<file path="config.mk">
export PLATFORM = sky130hd
export DESIGN_NAME = leading_digit_top
export DESIGN_NICKNAME = d
export VERILOG_FILES = /design/src/decade_pkg.sv /design/src/div_if.sv /design/src/leading_digit_top.sv /design/src/decade_ctrl.sv /design/src/div_by_ten.sv
export SDC_FILE = /design/constraint.sdc
export NUM_CORES = 1
export LEC_CHECK = 0
export ABC_CLOCK_PERIOD_IN_PS = 4800
export BUFFER_PORTS_ARGS = -buffer_cell sky130_fd_sc_hd__buf_2
export CORE_AREA = 2 2 208 108
export DETAILED_ROUTE_END_ITERATION = 7
export DIE_AREA = 0 0 210 110
export PLACE_DENSITY = 0.55
export SLEW_MARGIN = 0
export SYNTH_ARGS = -nofsm -noshare
export SYNTH_HDL_FRONTEND = slang
export SYNTH_SLANG_ARGS = --single-unit
</file>
<file path="constraint.sdc">
create_clock -name clk -period 4.8 [get_ports clk]
set_clock_uncertainty 0.2 [all_clocks]
set_input_delay 0.96 -clock clk [delete_from_list [all_inputs] [get_ports clk]]
set_output_delay 0.96 -clock clk [all_outputs]
set_load 0.05 [all_outputs]
</file>
<file path="src/decade_pkg.sv">
package decade_pkg;

	// Single-precision field layout.
	localparam int FRAC_W   = 23;
	localparam int EXP_BIAS = 127;

	typedef logic [31:0]     float_t;
	typedef logic [7:0]      exp_t;
	typedef logic [FRAC_W:0] mant_t;   // Fraction with the hidden one.

	typedef logic [5:0] decade_t;
	typedef logic [3:0] digit_t;

	// Ten is 1.25 * 2^3, i.e. 32'h41200000.
	localparam exp_t              TEN_EXP  = 8'd130;
	localparam logic [FRAC_W-1:0] TEN_FRAC = 23'h200000;

	// Quotient bits before rounding.
	// One integer bit, 24 fraction bits, guard and round.
	localparam int QUOT_BITS = 27;

	// Forty divider stages in the flat version, decades 0 to 39.
	localparam int MAX_DECADES_DEFAULT = 39;

	typedef enum logic [1:0] {
		IDLE   = 2'd0,
		CHECK  = 2'd1,
		DIVIDE = 2'd2,
		FINISH = 2'd3
	} ctrl_state_t;

endpackage
</file>
<file path="src/div_if.sv">
`timescale 1ns/10ps

interface div_if;
	import decade_pkg::*;

	logic   go;         // One-cycle request.
	float_t operand;    // Stable until ready.
	logic   ready;      // One-cycle result strobe.
	float_t quotient;   // Held after ready.

	// Request side.
	modport ctrl (
		output go,
		output operand,
		input  ready,
		input  quotient
	);

	// Divider side.
	modport unit (
		input  go,
		input  operand,
		output ready,
		output quotient
	);

endinterface

</file>
<file path="src/leading_digit_top.sv">
`timescale 1ns/10ps

module leading_digit_top #(
	parameter int MAX_DECADES = decade_pkg::MAX_DECADES_DEFAULT
) (
	input  logic                clk,
	input  logic                rst_n,
	input  logic                start,
	input  decade_pkg::float_t  value_in,
	output logic                busy,
	output logic                done,
	output decade_pkg::digit_t  digit,
	output decade_pkg::decade_t decade,
	output logic                invalid
);

	// Request and result path to the divider.
	div_if div_bus ();

	decade_ctrl #(
		.MAX_DECADES (MAX_DECADES)
	) u_ctrl (
		.clk      (clk),
		.rst_n    (rst_n),
		.start    (start),
		.value_in (value_in),
		.bus      (div_bus.ctrl),
		.busy     (busy),
		.done     (done),
		.digit    (digit),
		.decade   (decade),
		.invalid  (invalid)
	);

	div_by_ten u_div (
		.clk   (clk),
		.rst_n (rst_n),
		.bus   (div_bus.unit)
	);

endmodule

</file>
<file path="src/decade_ctrl.sv">
`timescale 1ns/10ps

module decade_ctrl #(
	parameter int MAX_DECADES = decade_pkg::MAX_DECADES_DEFAULT
) (
	input  logic                clk,
	input  logic                rst_n,
	input  logic                start,
	input  decade_pkg::float_t  value_in,
	div_if.ctrl                 bus,
	output logic                busy,
	output logic                done,
	output decade_pkg::digit_t  digit,
	output decade_pkg::decade_t decade,
	output logic                invalid
);
	import decade_pkg::*;

	ctrl_state_t       state;
	float_t            value_r;
	decade_t           decade_cnt;
	logic              bad_r;

	logic              val_sign;
	exp_t              val_exp;
	logic [FRAC_W-1:0] val_frac;
	logic              not_normal;
	logic              ten_or_more;
	logic              at_limit;
	logic [7:0]        shift_amt;
	mant_t             int_part;

	assign val_sign = value_r[FRAC_W + $bits(exp_t)];
	assign val_exp  = value_r[FRAC_W +: $bits(exp_t)];
	assign val_frac = value_r[FRAC_W-1:0];

	// Zero, subnormal, infinity, NaN or negative.
	assign not_normal = val_sign || (val_exp == '0) || (val_exp == '1);

	assign ten_or_more = (val_exp > TEN_EXP) ||
		((val_exp == TEN_EXP) && (val_frac >= TEN_FRAC));

	assign at_limit = (decade_cnt == decade_t'(MAX_DECADES));

	// Integer part of the value.
	// Below one the shift reaches 24 or more and the part is zero.
	assign shift_amt = 8'(FRAC_W + EXP_BIAS) - val_exp;
	assign int_part  = {1'b1, val_frac} >> shift_amt;

	assign bus.operand = value_r;

	always_ff @(posedge clk or negedge rst_n)
	begin
		if (!rst_n)
		begin
			state      <= IDLE;
			busy       <= 1'b0;
			done       <= 1'b0;
			bus.go     <= 1'b0;
			decade_cnt <= '0;
			bad_r      <= 1'b0;
			digit      <= '0;
			decade     <= '0;
			invalid    <= 1'b0;
		end
		else
		begin
			done   <= 1'b0;
			bus.go <= 1'b0;
			case (state)
				IDLE:
				begin
					if (start)
					begin
						state      <= CHECK;
						busy       <= 1'b1;
						decade_cnt <= '0;
						bad_r      <= 1'b0;
					end
				end
				CHECK:
				begin
					if (not_normal || (ten_or_more && at_limit))
					begin
						bad_r <= 1'b1;
						state <= FINISH;
					end
					else if (ten_or_more)
					begin
						bus.go <= 1'b1;   // Divider is idle here.
						state  <= DIVIDE;
					end
					else
					begin
						state <= FINISH;
					end
				end
				DIVIDE:
				begin
					if (bus.ready)
					begin
						decade_cnt <= decade_cnt + 1'b1;
						state      <= CHECK;
					end
				end
				FINISH:
				begin
					state   <= IDLE;
					busy    <= 1'b0;
					done    <= 1'b1;
					invalid <= bad_r;
					digit   <= bad_r ? '0 : digit_t'(int_part);
					decade  <= bad_r ? '0 : decade_cnt;
				end
				default:
				begin
					state <= IDLE;
				end
			endcase
		end
	end

	// Working value, replaced by each quotient.
	always_ff @(posedge clk)
	begin
		if ((state == IDLE) && start)
			value_r <= value_in;
		else if ((state == DIVIDE) && bus.ready)
			value_r <= bus.quotient;
	end

	a_digit_decimal: assert property (@(posedge clk) disable iff (!rst_n)
		(done && !invalid) |-> (digit < 4'd10))
		else $error("Leading digit is not a decimal digit.");

	a_done_pulse: assert property (@(posedge clk) disable iff (!rst_n)
		done |=> !done)
		else $error("Done held for more than one cycle.");

endmodule

</file>
<file path="src/div_by_ten.sv">
`timescale 1ns/10ps

module div_by_ten (
	input  logic clk,
	input  logic rst_n,
	div_if.unit  bus
);
	import decade_pkg::*;

	localparam mant_t TEN_MANT = {1'b1, TEN_FRAC};
	localparam int    CNT_W    = $clog2(QUOT_BITS + 1);
	localparam int    REM_W    = FRAC_W + 2;

	// Guard bit position when the integer quotient bit is set.
	localparam int    GUARD_HI = QUOT_BITS - FRAC_W - 2;

	logic                 running;
	logic [CNT_W-1:0]     step_cnt;
	logic                 last_step;
	logic [REM_W-1:0]     rem;
	logic [QUOT_BITS-1:0] quo;
	exp_t                 exp_in;
	logic                 sign_in;

	logic [REM_W-1:0]     rem_diff;
	logic                 rem_ge;
	mant_t                norm_mant;
	logic                 guard_bit;
	logic                 sticky_bit;
	logic                 round_up;
	logic [FRAC_W+1:0]    rounded;
	logic [FRAC_W-1:0]    frac_out;
	exp_t                 exp_out;

	assign last_step = (step_cnt == CNT_W'(QUOT_BITS));

	// Trial subtraction of the divisor mantissa.
	assign rem_ge   = (rem >= {1'b0, TEN_MANT});
	assign rem_diff = rem - {1'b0, TEN_MANT};

	// The mantissa ratio lies in [0.8, 1.6), so at most one normalizing shift.
	always_comb
	begin
		if (quo[QUOT_BITS-1])
		begin
			norm_mant  = quo[QUOT_BITS-1 -: FRAC_W+1];
			guard_bit  = quo[GUARD_HI];
			sticky_bit = (|quo[GUARD_HI-1:0]) | (|rem);
		end
		else
		begin
			norm_mant  = quo[QUOT_BITS-2 -: FRAC_W+1];
			guard_bit  = quo[GUARD_HI-1];
			sticky_bit = (|quo[GUARD_HI-2:0]) | (|rem);
		end
	end

	// Round to nearest, ties to even.
	assign round_up = guard_bit & (sticky_bit | norm_mant[0]);
	assign rounded  = {1'b0, norm_mant} + (FRAC_W+2)'(round_up);

	// A carry out of rounding leaves a zero fraction and bumps the exponent.
	assign frac_out = rounded[FRAC_W-1:0];

	// Divisor exponent is three; one more when the ratio is below one.
	assign exp_out = exp_in - exp_t'(quo[QUOT_BITS-1] ? 3 : 4)
		+ exp_t'(rounded[FRAC_W+1]);

	always_ff @(posedge clk or negedge rst_n)
	begin
		if (!rst_n)
		begin
			running   <= 1'b0;
			step_cnt  <= '0;
			bus.ready <= 1'b0;
		end
		else
		begin
			bus.ready <= 1'b0;
			if (bus.go && !running)
			begin
				running  <= 1'b1;
				step_cnt <= '0;
			end
			else if (running)
			begin
				if (last_step)
				begin
					running   <= 1'b0;
					bus.ready <= 1'b1;
				end
				else
				begin
					step_cnt <= step_cnt + 1'b1;
				end
			end
		end
	end

	// Restoring division, one quotient bit per cycle.
	always_ff @(posedge clk)
	begin
		if (bus.go && !running)
		begin
			rem     <= {1'b0, 1'b1, bus.operand[FRAC_W-1:0]};
			quo     <= '0;
			exp_in  <= bus.operand[FRAC_W +: $bits(exp_t)];
			sign_in <= bus.operand[FRAC_W + $bits(exp_t)];
		end
		else if (running && !last_step)
		begin
			if (rem_ge)
			begin
				rem <= {rem_diff[REM_W-2:0], 1'b0};
				quo <= {quo[QUOT_BITS-2:0], 1'b1};
			end
			else
			begin
				rem <= {rem[REM_W-2:0], 1'b0};
				quo <= {quo[QUOT_BITS-2:0], 1'b0};
			end
		end

		if (running && last_step)
			bus.quotient <= {sign_in, exp_out, frac_out};
	end

	a_go_when_idle: assert property (@(posedge clk) disable iff (!rst_n)
		bus.go |-> !running)
		else $error("Divide request arrived during a division.");

	// Operands are at least ten, so quotients are at least one.
	a_quot_at_least_one: assert property (@(posedge clk) disable iff (!rst_n)
		bus.ready |-> (bus.quotient[FRAC_W +: $bits(exp_t)] >= EXP_BIAS))
		else $error("Quotient exponent fell below the bias.");

endmodule

</file>
Yosys cells after proc, flatten, opt, wreduce, memory -nomap -nowiden
Cells that the tools add are included.
- input bits: 35
- output and inout port bits: 13
- logic and storage cells: 111
- bits in registers: 155
- shift-type cells: 1
- eq/ne operators: 11
- muxes and demuxes: 38
- bitwise gates (word level): 4
- $lt $le $gt $ge: 3
- add/subtract/negate cells: 7
- reductions and logical operators: 28
- operator list (operator ; count):
    $mux W32 ; 2
    $mux W23 ; 2
    $add A24 B1 Y25 ; 1
    $ge A25 B24 Y1 const B ; 1
    $mux W25 ; 1
    $reduce_or A25 Y1 ; 1
    $mux W24 ; 1
    $shr A24 B8 Y4 ; 1
    $sub A24 B24 Y24 const B ; 1
    $ge A23 B22 Y1 const B ; 1
    $mux W6 ; 3
    $mux W1 ; 17
    $eq A8 B8 Y1 const B ; 2
    $mux W5 ; 3
    $pmux W6 S2 ; 1
    $reduce_bool A2 Y1 ; 6
    $add A8 B1 Y8 ; 1
    $gt A8 B8 Y1 const B ; 1
    $logic_not A8 Y1 ; 1
    $pmux W2 S4 ; 1
    $sub A8 B8 Y8 ; 1
    $sub A8 B8 Y8 const A ; 1
    $logic_and A1 B1 Y1 ; 7
    $add A6 B1 Y6 const B ; 1
    19 further kinds ; 34

Depth between registers and ports, before layout
- depth in word-level cells: 7
- mapped depth: 23
- gate-level depth less buffers: 18

By module
From an unflattened synthesis, not the netlist that was laid out.
- cells, all modules: 756
- area, all modules: 8211.6 µm²
- modules (own cells, without submodules) (module ; cells an instance ; seq. area each (µm²) ; area each (µm²) ; times used):
    div_by_ten ; 491 ; 2677.6 ; 4974.8 ; 1
    decade_ctrl ; 265 ; 1536.5 ; 3236.9 ; 1

Worst setup path after synthesis
Ideal clock, no wire load.
- kind: register to register
- from: register u_div.quo[26]
- to: register u_div.bus.quotient[29], data pin
- arrival: 3.974 ns
- path slack: 0.369 ns
- setup time: 0.258 ns
- stages on the path, launching flop included: 24
- buffers on the path: 5
- clock period less this slack: 4.431 ns
- cell sequence: dfxtp_1 -> buf_6 -> buf_8 -> clkbuf_1 -> buf_1 -> nand2_1 -> a21oi_1 -> ha_1 -> nand3_1 -> a2111oi_4 -> nor4b_4 -> and2_1 -> buf_4 -> nand2_1 -> nor2_1 -> ha_1 -> inv_1 -> fa_1 -> inv_1 -> a21o_1 -> a21oi_1 -> o21bai_1 -> a21oi_1 -> xnor2_1
- longest elaborated chain between the ends: 5
- elaborated cells on any way between the ends: 9
- those cells by class: 3 x add/sub; 4 x mux; 2 x bitwise
- RTL lines (element ; RTL line ; source):
    start: declaration ; div_by_ten.sv:21 ; logic [QUOT_BITS-1:0] quo;
    start signal: assignment ; div_by_ten.sv:115 ; quo <= {quo[QUOT_BITS-2:0], 1'b1};
    start signal: assignment ; div_by_ten.sv:120 ; quo <= {quo[QUOT_BITS-2:0], 1'b0};
    $mux W1 or $mux W24 (tied branches) ; div_by_ten.sv:44 ; if (quo[QUOT_BITS-1])
    $or A1 B1 Y1 ; div_by_ten.sv:59 ; assign round_up = guard_bit & (sticky_bit | norm_mant[0]);
    $and A1 B1 Y1 ; div_by_ten.sv:59 ;
    $add A24 B1 Y25 ; div_by_ten.sv:60 ; assign rounded = {1'b0, norm_mant} + (FRAC_W+2)'(round_up);
    $add A8 B1 Y8 * ; div_by_ten.sv:67 ; + exp_t'(rounded[FRAC_W+1]);
    named net u_div.exp_out[6] ; div_by_ten.sv:33 ; exp_t exp_out;
    end signal: assignment ; div_by_ten.sv:125 ; bus.quotient <= {sign_in, exp_out, frac_out};
    end: declaration ; div_if.sv:24 ; output quotient
Mark *: on every way through the listed nets, which the timed path passes. The rest lies on a longest branch.
A chain may end at the register's enable or synchronous reset.

Worst setup path in the final report
- from: register u_div.quo[3]
- to: register u_div.bus.quotient[29], data pin
- longest elaborated chain between the ends: 5
- RTL lines (element ; RTL line):
    $mux W24 * ; div_by_ten.sv:44
    $or A1 B1 Y1 ; div_by_ten.sv:59
    $and A1 B1 Y1 ; div_by_ten.sv:59
    $add A24 B1 Y25 * ; div_by_ten.sv:60
    $add A8 B1 Y8 * ; div_by_ten.sv:67
    named net u_div.exp_out[6] ; div_by_ten.sv:33
Marks and branches as above.

==> results_dict.tcl <==
set metrics [dict create \
    num-fill-cells 1966 \
    top_usage_layer "met1" \
    cts_root_buf "clkbuf_16" \
    final_nets 873 \
    ioPinCount 48 \
    r2r-end "u_div.bus.quotient[29]$_DFFE_PP_" \
    layout_min_cycle_time_ns 4.07 \
    globalRouteMet1Util_pct 30.7 \
    postRouteAntennaNets 0 \
    cts_resized 0 \
    seq_area_frac_synth_pct 50.2 \
    globalplace.congestion 0.828 \
    hp-class "reg -> reg" \
    crit_required_ns 4.78 \
    wl_per_cell_um 18.1 \
    met3_usage_pct 4.50 \
    path_clk_slew_ns 0.07 \
    worst_slew_pin_slew_ns 1.11 \
    ys_ff_latch 155 \
    postCtsHoldBufs 0 \
    crit_fanout 6 \
    rsz0062_at_grt "false" \
    period_share_pct 84.8 \
    wirelength_um 20200 \
    worstSetupEndpoint "u_div.bus.quotient[29]$_DFFE_PP_" \
    postLayoutCoreUtil_pct 44.5 \
    vias_per_cell 5.33 \
    clock.fmax_ghz 0.246 \
    die_area_um2 23100 \
    reg2reg_depth 19 \
    drcViolationCount 0 \
    core-area_um2 21300 \
    antenna_cells 0 \
    design_area_um2 9470 \
    cts_buffers 17 \
    p_per_area_nw_per_um2 572 \
    synth.cell_area_um2 8390 \
    insertion_delay_ns 0.44 \
    power_w 0.00542 \
    layout_commonest_cell "nand2_1" \
    maxCapViolCount 0 \
    drtIter0Drc 671 \
    firstDrtPassIters 5 \
    cts_tree "built" \
    via_count 5935 \
    slew_viol_final 0 \
    max-slew-margin-rel_pct 25.8 \
    hold_viol 0 \
    dp_hpwl_um 14000 \
    die_y_um 110 \
    status "completed" \
    synthCells 785 \
    cp-startpoint "u_div.quo[3]$_SDFFE_PP0P_" \
    port_buffers 47 \
    setup_violations 0 \
    reg2reg_from "u_div.quo[3]$_SDFFE_PP0P_" \
    ir_drop_uv 261 \
    synth_warnings 0 \
    synth_edf_count 96 \
    cp.arrival_ns 4.05 \
    synth_ff_type "edfxtp_1" \
    die_width_um 210 \
    rrSetupSlack_ns 0.73 \
    floorplan.initialDensity_pct 39.5 \
    clock-sinks 155 \
    synth_area_per_cell_um2 10.7 \
    finalSetupTns_ns 0 \
    cts-htree-levels 4 \
    grt-ovfl-total 0 \
    power_leakage_nw 3.69 \
    antenna_found_initial 0 \
    criticalPathCategory "reg -> reg" \
    placed_area_um2 8850 \
    groute.usage.overall_pct 18.6 \
    layout_common_cells "153 x nand2_1, 96 x edfxtp_1, 47 x buf_2" \
    critPathLaunchType "flip-flop" \
    synthArstFlopShare_pct 19.4 \
    grt_max_degree 39 \
    syn2layout_area_growth_pct 12.8 \
    clockBufferDepth 2 \
    grt_pass1_wl_um 32000 \
    grt_util_met2_pct 23.0 \
    synth_nets 838 \
    synth.distinct_cells 76 \
    drive_above_1_share_pct 20.2 \
    cp-end-kind "flip-flop" \
    grt_pass1_vias 5515 \
    postCtsSetupBuffers 0 \
    rows 38 \
]
synthesized netlist by cell type (7+ instances only):
master,instances,area (um^2)
and2_1,8,50.1
mux4_2,17,383
a21oi_1,25,125
nand3_1,38,190
clkbuf_1,23,86.3
nor2_1,44,165
ha_1,17,213
mux2_2,36,405
dfrtp_1,30,751
o21ai_0,31,155
xnor2_1,22,193
edfxtp_1,96,2880
nand2_1,153,574
nand4_1,10,62.6
dfxtp_1,29,581
o211ai_1,7,52.6
o31ai_1,9,67.6
mux2i_1,20,200
xor2_1,15,131
inv_1,30,113
layout make-up:
cell class / count / area [um^2] / share of cell area, %
Tap cell: 280 / 350 / 3.70
Timing Repair Buffer: 63 / 368 / 3.89
Clock inverter: 12 / 175 / 1.85
Multi-Input combinational cell: 551 / 3800 / 40.1
Clock buffer: 20 / 437 / 4.61
Sequential cell: 155 / 4220 / 44.5
Inverter: 32 / 120 / 1.27
worst max-delay path, stage by stage (launching register included):
cell and delay (ns):
dfxtp_1 0.38, inv_1 0.10, o21ai_0 0.19, ha_1 0.23
nand3_1 0.17, a2111oi_4 0.24, buf_4 0.20, nor4b_4 0.33
and2_1 0.30, nand2_1 0.09, nor2_1 0.16, ha_1 0.19
inv_1 0.05, fa_1 0.39, inv_1 0.07, a21o_1 0.11
a21oi_1 0.09, o21bai_1 0.13, a21oi_1 0.09, xnor2_1 0.12
sequential cells by signal (all words and copies together), names as in the netlist, 2 cells and up:
register	count
u_ctrl.decade	6
u_ctrl.digit	4
u_div.rem	25
u_div.exp_in	8
u_ctrl.decade_cnt	6
u_ctrl.bus.operand	32
u_div.quo	27
u_div.step_cnt	5
u_ctrl.state	2
u_div.bus.quotient	32
per-layer routing:
| metal | part of all wire (%) | wire length [um] | vias to the layer above |
|---|---|---|---|
| li1 | - | - | 2904 |
| met3 | 6.7 | 1350 | 12 |
| met4 | 0.77 | 155 | 0 |
| met2 | 37 | 7500 | 184 |
| met1 | 55 | 11200 | 2835 |
| met5 | 0 | 0 | - |
through the flow:
stage / worst slack (ns) / std cells / hold slack (ns)
floorplan: 0.369 / 785 / 0.200
global placement: 0.837 / 1081 / 0.203
detailed placement: 0.705 / 1081 / 0.218
CTS: 0.704 / 1113 / 0.245
global route: 0.394 / 1113 / 0.247
finish: 0.729 / 1113 / 0.247
power by group:
group | internal, W | total [W] | switching [W]
sequential | 0.00187 | 0.00223 | 0.000358
clock | 0.000869 | 0.00142 | 0.000553
combinational | 0.000727 | 0.00177 | 0.00104
total | 0.00347 | 0.00542 | 0.00195
cells by family after synthesis:
group / after synthesis / share of synthesized area (%)
AND/OR/NAND/NOR: 301 / 16.6
flip-flops: 155 / 50.2
AO/OA/AOI/OAI: 120 / 9.68
buffers and inverters: 79 / 4.70
multiplexers: 74 / 11.9
XOR/XNOR: 38 / 4.06
adder cells (fa/ha/maj): 18 / 2.77
worst min-delay path by stage:
stage / start / end / slack, ns / cells past startpoint
6_report: u_div.sign_in$_DFFE_PP_ / u_div.bus.quotient[31]$_DFFE_PP_ / 0.25 / 0
4_1_cts: u_div.sign_in$_DFFE_PP_ / u_div.bus.quotient[31]$_DFFE_PP_ / 0.25 / 0
2_1_floorplan: u_div.sign_in$_DFFE_PP_ / u_div.bus.quotient[31]$_DFFE_PP_ / 0.20 / 0
3_5_place_dp: u_div.sign_in$_DFFE_PP_ / u_div.bus.quotient[31]$_DFFE_PP_ / 0.22 / 0
3_3_place_gp: u_div.sign_in$_DFFE_PP_ / u_div.bus.quotient[31]$_DFFE_PP_ / 0.20 / 0
5_1_grt: u_div.sign_in$_DFFE_PP_ / u_div.bus.quotient[31]$_DFFE_PP_ / 0.25 / 0
No activity file was read; power rests on OpenSTA's default activity.
